**src/common/exu_pkg.sv**
```systemverilog
package exu_pkg;

  // integer register width
  localparam int XLEN = 64;

  // which unit a micro-op is routed to
  typedef enum logic [1:0] {
    cls_alu,
    cls_bjp,
    cls_ls,
    cls_none
  } op_class_e;

  typedef enum logic [3:0] {
    alu_add,
    alu_sub,
    alu_sll,
    alu_slt,
    alu_sltu,
    alu_xor,
    alu_srl,
    alu_sra,
    alu_or,
    alu_and,
    alu_lui
  } alu_op_e;

  typedef enum logic [2:0] {
    bjp_jal,
    bjp_jalr,
    bjp_beq,
    bjp_bne,
    bjp_blt,
    bjp_bge,
    bjp_bltu,
    bjp_bgeu
  } bjp_op_e;

  // load sits in bit 0, dword in bit 6
  typedef struct packed {
    logic sz_dword;
    logic sz_word;
    logic sz_half;
    logic sz_byte;
    logic usign;
    logic store;
    logic load;
  } ls_info_t;

  // decoded micro-op entering the stage
  typedef struct packed {
    op_class_e       op_class;
    alu_op_e         alu_op;
    bjp_op_e         bjp_op;
    ls_info_t        ls_info;
    logic            rd_wr_en;
    logic [4:0]      rd_idx;
    logic [XLEN-1:0] op1;
    logic [XLEN-1:0] op2;
    logic [XLEN-1:0] jp_op1;
    logic [XLEN-1:0] jp_op2;
    logic            ebreak;
    logic            illegal;
  } exu_uop_t;

  // stage result towards memory and write-back
  typedef struct packed {
    logic            rd_wr_en;
    logic [4:0]      rd_idx;
    logic [XLEN-1:0] wb_data;
    logic            jump_taken;
    logic [XLEN-1:0] jump_addr;
    ls_info_t        ls_info;
    logic [XLEN-1:0] store_data;
    logic            ebreak;
    logic            illegal;
  } exu_res_t;

endpackage

```
**src/exu/exu_alu.sv**
```systemverilog
`timescale 1ns/1ps

module exu_alu
  import exu_pkg::*;
(
  input  alu_op_e         alu_op_i,
  input  logic [XLEN-1:0] op1_i,
  input  logic [XLEN-1:0] op2_i,
  output logic [XLEN-1:0] res_o
);

  logic            sub_need;
  logic [XLEN-1:0] adder_in2;
  logic            adder_cout;
  logic [XLEN-1:0] adder_sum;
  logic [5:0]      shamt;
  logic [XLEN-1:0] sll_res;
  logic [XLEN-1:0] srl_res;
  logic [XLEN-1:0] sra_res;
  logic [XLEN-1:0] sra_fill;
  logic            slt_bit;
  logic            sltu_bit;
  logic            sel_add_sub;

  // subtract and both compares share the one adder
  assign sub_need = (alu_op_i == alu_sub) || (alu_op_i == alu_slt) ||
                    (alu_op_i == alu_sltu);
  assign adder_in2 = sub_need ? ~op2_i : op2_i;
  assign {adder_cout, adder_sum} = {1'b0, op1_i} + {1'b0, adder_in2} +
                                   (XLEN + 1)'(sub_need);

  // rv64 shift amount is 6 bits
  assign shamt   = op2_i[5:0];
  assign sll_res = op1_i << shamt;
  assign srl_res = op1_i >> shamt;

  // vacated upper bits take the sign for sra
  assign sra_fill = op1_i[XLEN-1] ? ~({XLEN{1'b1}} >> shamt) : '0;
  assign sra_res  = srl_res | sra_fill;

  // with differing signs the negative op1 is less
  // with equal signs the difference sign decides
  assign slt_bit = (op1_i[XLEN-1] != op2_i[XLEN-1]) ? op1_i[XLEN-1] :
                   adder_sum[XLEN-1];
  // no carry out of a - b means a borrow, so a < b unsigned
  assign sltu_bit = ~adder_cout;

  assign sel_add_sub = (alu_op_i == alu_add) || (alu_op_i == alu_sub);

  assign res_o = ({XLEN{sel_add_sub}}            & adder_sum)
               | ({XLEN{alu_op_i == alu_sll}}    & sll_res)
               | ({XLEN{alu_op_i == alu_slt}}    & XLEN'(slt_bit))
               | ({XLEN{alu_op_i == alu_sltu}}   & XLEN'(sltu_bit))
               | ({XLEN{alu_op_i == alu_xor}}    & (op1_i ^ op2_i))
               | ({XLEN{alu_op_i == alu_srl}}    & srl_res)
               | ({XLEN{alu_op_i == alu_sra}}    & sra_res)
               | ({XLEN{alu_op_i == alu_or}}     & (op1_i | op2_i))
               | ({XLEN{alu_op_i == alu_and}}    & (op1_i & op2_i))
               | ({XLEN{alu_op_i == alu_lui}}    & op2_i);

endmodule

```
**src/exu/exu_bju.sv**
```systemverilog
`timescale 1ns/1ps

module exu_bju
  import exu_pkg::*;
(
  input  bjp_op_e         bjp_op_i,
  input  logic            en_i,
  input  logic [XLEN-1:0] rs1_i,
  input  logic [XLEN-1:0] rs2_i,
  input  logic [XLEN-1:0] jp_op1_i,
  input  logic [XLEN-1:0] jp_op2_i,
  output logic            taken_o,
  output logic [XLEN-1:0] target_o
);

  logic            cmp_eq;
  logic            cmp_lt;
  logic            cmp_ltu;
  logic            cond;
  logic [XLEN-1:0] sum;

  assign cmp_eq  = rs1_i == rs2_i;
  assign cmp_lt  = $signed(rs1_i) < $signed(rs2_i);
  assign cmp_ltu = rs1_i < rs2_i;

  always_comb begin
    case (bjp_op_i)
      bjp_jal,
      bjp_jalr: cond = 1'b1;
      bjp_beq:  cond = cmp_eq;
      bjp_bne:  cond = ~cmp_eq;
      bjp_blt:  cond = cmp_lt;
      bjp_bge:  cond = ~cmp_lt;
      bjp_bltu: cond = cmp_ltu;
      bjp_bgeu: cond = ~cmp_ltu;
      default:  cond = 1'b0;
    endcase
  end

  assign taken_o = en_i & cond;

  // jalr target drops bit 0
  assign sum      = jp_op1_i + jp_op2_i;
  assign target_o = {sum[XLEN-1:1], sum[0] & (bjp_op_i != bjp_jalr)};

endmodule

```
**src/exu/exu.sv**
```systemverilog
`timescale 1ns/1ps

module exu
  import exu_pkg::*;
(
  input  exu_uop_t uop_i,
  output exu_res_t res_o
);

  logic            is_bjp;
  logic            is_ls;
  logic            is_jalr;
  alu_op_e         alu_op;
  logic [XLEN-1:0] alu_res;
  logic [XLEN-1:0] bju_base;
  logic            bju_taken;
  logic [XLEN-1:0] bju_target;

  assign is_bjp  = uop_i.op_class == cls_bjp;
  assign is_ls   = uop_i.op_class == cls_ls;
  assign is_jalr = is_bjp && (uop_i.bjp_op == bjp_jalr);

  // jumps get the link value pc + 4, loads and stores the address
  assign alu_op = (uop_i.op_class == cls_alu) ? uop_i.alu_op : alu_add;

  exu_alu i_alu (
    .alu_op_i (alu_op),
    .op1_i    (uop_i.op1),
    .op2_i    (uop_i.op2),
    .res_o    (alu_res)
  );

  // jalr is register relative, so its base is rs1 from op1
  assign bju_base = is_jalr ? uop_i.op1 : uop_i.jp_op1;

  exu_bju i_bju (
    .bjp_op_i (uop_i.bjp_op),
    .en_i     (is_bjp),
    .rs1_i    (uop_i.jp_op1),
    .rs2_i    (uop_i.jp_op2),
    .jp_op1_i (bju_base),
    .jp_op2_i (uop_i.jp_op2),
    .taken_o  (bju_taken),
    .target_o (bju_target)
  );

  assign res_o.rd_wr_en   = uop_i.rd_wr_en;
  assign res_o.rd_idx     = uop_i.rd_idx;
  assign res_o.wb_data    = alu_res;
  assign res_o.jump_taken = bju_taken;
  assign res_o.jump_addr  = bju_target;
  assign res_o.ls_info    = is_ls ? uop_i.ls_info : '0;
  // store value rides in jp_op2
  assign res_o.store_data = (is_ls && uop_i.ls_info.store) ? uop_i.jp_op2 : '0;
  assign res_o.ebreak     = uop_i.ebreak;
  assign res_o.illegal    = uop_i.illegal;

endmodule

```
**src/logic/pipe_slice.sv**
```systemverilog
`timescale 1ns/1ps

module pipe_slice #(
  parameter type payload_t = logic
) (
  input  logic     clk,
  input  logic     rst_i,
  input  logic     in_valid_i,
  output logic     in_ready_o,
  input  payload_t in_data_i,
  output logic     out_valid_o,
  input  logic     out_ready_i,
  output payload_t out_data_o
);

  logic     full_q;
  payload_t data_q;

  // room when empty or when the held entry leaves this cycle
  assign in_ready_o = ~full_q | out_ready_i;

  always_ff @(posedge clk) begin
    if (rst_i) begin
      full_q <= 1'b0;
    end else if (in_ready_o) begin
      full_q <= in_valid_i;
    end
  end

  always_ff @(posedge clk) begin
    if (in_valid_i && in_ready_o) begin
      data_q <= in_data_i;
    end
  end

  assign out_valid_o = full_q;
  assign out_data_o  = data_q;

endmodule

```
**src/logic/exec_top.sv**
```systemverilog
`timescale 1ns/1ps

module exec_top
  import exu_pkg::*;
(
  input  logic     clk,
  input  logic     rst_i,
  input  logic     in_valid_i,
  output logic     in_ready_o,
  input  exu_uop_t in_uop_i,
  output logic     out_valid_o,
  input  logic     out_ready_i,
  output exu_res_t out_res_o
);

  logic     mid_valid;
  logic     mid_ready;
  exu_uop_t mid_uop;
  exu_res_t mid_res;

  pipe_slice #(.payload_t(exu_uop_t)) slice_in (
    .clk         (clk),
    .rst_i       (rst_i),
    .in_valid_i  (in_valid_i),
    .in_ready_o  (in_ready_o),
    .in_data_i   (in_uop_i),
    .out_valid_o (mid_valid),
    .out_ready_i (mid_ready),
    .out_data_o  (mid_uop)
  );

  // execute sits between the slices with no handshake of its own
  exu i_exu (
    .uop_i (mid_uop),
    .res_o (mid_res)
  );

  pipe_slice #(.payload_t(exu_res_t)) slice_out (
    .clk         (clk),
    .rst_i       (rst_i),
    .in_valid_i  (mid_valid),
    .in_ready_o  (mid_ready),
    .in_data_i   (mid_res),
    .out_valid_o (out_valid_o),
    .out_ready_i (out_ready_i),
    .out_data_o  (out_res_o)
  );

endmodule

```
**config.mk**
```make
export PLATFORM = sky130hd
export DESIGN_NAME = exec_top
export DESIGN_NICKNAME = d
export VERILOG_FILES = /design/src/common/exu_pkg.sv /design/src/exu/exu_alu.sv /design/src/exu/exu_bju.sv /design/src/exu/exu.sv /design/src/logic/pipe_slice.sv /design/src/logic/exec_top.sv
export SDC_FILE = /design/constraint.sdc
export NUM_CORES = 2
export LEC_CHECK = 0
export ABC_AREA = 1
export BUFFER_PORTS_ARGS = -buffer_cell sky130_fd_sc_hd__buf_2
export CAP_MARGIN = 20
export CORE_ASPECT_RATIO = 1.5
export CORE_MARGIN = 10
export CORE_UTILIZATION = 35
export CTS_BUF_LIST = sky130_fd_sc_hd__clkbuf_8
export CTS_CLUSTER_SIZE = 20
export DETAILED_ROUTE_END_ITERATION = 7
export PLACE_DENSITY_LB_ADDON = 0.08
export RECOVER_POWER = 100
export SETUP_SLACK_MARGIN = 0.4
export SLEW_MARGIN = 20
export SYNTH_ARGS = -nofsm -noshare
export SYNTH_HDL_FRONTEND = slang
export SYNTH_SLANG_ARGS = --single-unit
```
**constraint.sdc**
```tcl
create_clock -name clk -period 14.72 [get_ports clk]
set_input_delay 0 -clock clk [delete_from_list [all_inputs] [get_ports clk]]
set_output_delay 0 -clock clk [all_outputs]
set_load 0.02 [all_outputs]
```
==> impl_metrics.env <==
export IMPL_status="complete, but fails checks"
export IMPL_violations="max-capacitance violations, max-slew violations"
export IMPL_max_slew_margin_pct=-220
export IMPL_syn_area_per_cell_um2=7.76
export IMPL_clock_fmax_ghz=0.111
export IMPL_ys_warn_count=0
export IMPL_crit_type="reg2reg"
export IMPL_layout_commonest_cell="nand2_1"
export IMPL_ctsResizeCount=0
export IMPL_antenna_found_initial=3
export IMPL_clkSlewWorstSetupHoldPaths_ps=60
export IMPL_grt_max_degree=143
export IMPL_layout_drive_gt1_share_pct=8.09
export IMPL_final_antenna_net_count=0
export IMPL_cpMaxStageDelayCell="clkbuf_1"
export IMPL_crit_path_end="slice_in.out_data_o[105]"
export IMPL_hold_class="reg2reg"
export IMPL_worst_slack_ps=5740
export IMPL_placed_cells=6733
export IMPL_die_w_um=290
export IMPL_hold_violations=0
export IMPL_holdCritStartpoint="slice_in.out_data_o[0]"
export IMPL_path_delay_family="buffers and inverters"
export IMPL_ff2ff_path_depth=5
export IMPL_vdd_drop_max_mv=0.0767
export IMPL_num_vias=40300
export IMPL_die_h_um=425
export IMPL_grt_pass1_vias=42000
export IMPL_numPortBuffers=493
export IMPL_r2r_start="slice_out.out_valid_o"
export IMPL_die_area_um2=124000
export IMPL_slowest_delay_ps=3140
export IMPL_cts_max_level=3
export IMPL_routed_wl_um=207000
export IMPL_syn_area_um2=38400
export IMPL_leakage_nw=21.2
export IMPL_cts_tree="yes"
export IMPL_routabilityCongestion=1.05
export IMPL_coreArea_um2=109000
export IMPL_drv_slew=738
export IMPL_yosysSeqAreaShare_pct=38.3
export IMPL_fill_cells=11300
export IMPL_finalSetupViolations=0
export IMPL_dp_slack_ps=9370
export IMPL_ys_seq_elements=490
export IMPL_clockBufferDepth=3
export IMPL_syn_inst=4945
export IMPL_final_cell_mix="nand2_1 (1140), inv_1 (597), dlygate4sd3_1 (566)"
export IMPL_cp_startpoint="slice_out.out_valid_o"
export IMPL_first_iter_violations=3241
export IMPL_cp_required_ps=15020
export IMPL_synth_edf_count=488
export IMPL_cts_buffers=83
export IMPL_clock_sinks=490
export IMPL_dr_pass1_iters=8
export IMPL_multi_input_area_um2=20500
export IMPL_clk_latency_ps=810
export IMPL_grt_overflow_total=0
export IMPL_nets=6564
export IMPL_post_route_drc_count=0
export IMPL_post_route_util_pct=45.1
export IMPL_hpwlAfterDp_um=168000
export IMPL_pwr_density_cell_nw_per_um2=92.2
export IMPL_reg2reg_slack_ps=5740
export IMPL_synth_cell_types=60
export IMPL_mappedNetlistNets=5550
export IMPL_rows=148
export IMPL_num_io_pins=494
export IMPL_start_kind="flip-flop"
export IMPL_cp_data_arrival_time_ps=9280
export IMPL_gr_usage_all_layers_pct=32.3
export IMPL_min_period_over_period_pct=61.0
export IMPL_fin_crit_ps=8980
export IMPL_maxCapViolCount=12
export IMPL_path_buf_inv=3
export IMPL_clock_skew_ps=56.0
export IMPL_area_growth_pct=27.8
export IMPL_timing_rr_end="slice_in.out_data_o[105]"
export IMPL_via_per_inst=5.41
export IMPL_rsz0062_at_grt="false"
export IMPL_tns_ps=0
export IMPL_async_flop_share_pct=0
export IMPL_cp_max_fo=103
export IMPL_worstSetupEndpointType="flip-flop"
export IMPL_post_layout_nonfiller_instances=7451
export IMPL_cts_root_buf="clkbuf_8"
export IMPL_start_util_pct=35.3
export IMPL_cpMostUsedCell="clkbuf_1"
export IMPL_synthFlopType="edfxtp_1"
export IMPL_worstMarginPinSlew_ps=4780
export IMPL_seq_area_um2=14700
export IMPL_worstPathCellList="nand3_1 -> nand2_1 -> clkinvlp_2 -> clkbuf_1 -> clkbuf_1"
export IMPL_grt_first_pass_wirelength_um=293000
export IMPL_wl_per_cell_um=27.8
export IMPL_cp_depth=5
export IMPL_timing_hold_ws_ps=417
how the worst min path moves through the flow:
stage | to | slack, ps | depth (start not counted)
2_1_floorplan | slice_in.out_valid_o | 70 | 1
3_5_place_dp | slice_in.out_data_o[155] | 180 | 1
5_1_grt | slice_in.out_data_o[264] | 410 | 3
6_report | slice_out.out_data_o[0] | 420 | 0
4_1_cts | slice_in.out_data_o[13] | 390 | 3
3_3_place_gp | slice_in.out_data_o[152] | 180 | 1
kinds of logic after synthesis:
family          Yosys count  share of synthesized area (%)
mux                      32                          0.835
buf+inv                 779                           8.11
flops                   490                           38.3
fa+ha+maj               321                           10.5
compound gates         1315                           19.6
simple gates           1880                           19.8
xor+xnor                128                           2.92
what timing repair did:
item,in CTS,in global routing
hold buffers,566,0
hold endpoints to repair,303,0
setup buffers,0,0
layout make-up:
type	count	share of cell area [%]
Antenna cell	5	0.0255
Timing Repair Buffer	1115	16.8
Clock buffer	83	2.33
Inverter	593	4.55
Multi-Input combinational cell	3676	41.9
Tap cell	1425	3.64
Sequential cell	490	30.0
Clock inverter	64	0.806
where the power goes:
part	leakage [nW]	switching, mW	internal, mW
logic	15.5	1.05	0.487
clock network	0.882	0.632	0.587
registers	4.76	0.0885	1.67
synthesized netlist by cell type, types with 17 or more instances:
cell / count / area share [%]
nand3_1: 146 / 1.9
mux2i_1: 32 / 0.83
o221ai_1: 24 / 0.55
nand2_1: 1138 / 11
o211ai_1: 39 / 0.76
o21bai_1: 17 / 0.33
nor3_1: 37 / 0.48
ha_1: 319 / 10
inv_1: 574 / 5.6
a31oi_1: 43 / 0.70
xor2_1: 107 / 2.4
clkbuf_1: 73 / 0.71
xnor2_1: 21 / 0.48
o22ai_1: 39 / 0.64
a211oi_1: 17 / 0.33
or2_2: 26 / 0.42
nand4_1: 36 / 0.59
o21ai_1: 193 / 2.5
buf_1: 31 / 0.30
nor2_1: 450 / 4.4
o21a_1: 27 / 0.53
edfxtp_1: 488 / 38
a21oi_1: 345 / 4.5
buf_2: 67 / 0.87
a21o_1: 17 / 0.33
a221oi_1: 33 / 0.75
o21ai_0: 431 / 5.6
o2111ai_1: 28 / 0.64
through the flow:
stage	area, um2	total power, mW
2_1_floorplan	38400	2.59
3_3_place_gp	42200	3.20
3_5_place_dp	42200	3.19
4_1_cts	49400	4.54
5_1_grt	49000	4.73
6_report	49000	4.52
per-layer routing:
layer | share of wire (%) | vias up | routed length (um) | track usage (%)
met4 | 7.6 | 0 | 15700 | 22.0
met5 | 0 | - | 0 | 0
met1 | 38 | 19300 | 79400 | 36.1
met2 | 49 | 1466 | 102000 | 57.0
li1 | - | 19000 | - | -
met3 | 4.7 | 462 | 9660 | 4.18
flip-flops by register name, summed over array words and instances (netlist names):
register	flops
slice_in.out_data_o	280
slice_in.out_valid_o	1
slice_out.out_data_o	208
slice_out.out_valid_o	1
(Power assumes the default switching activity.)
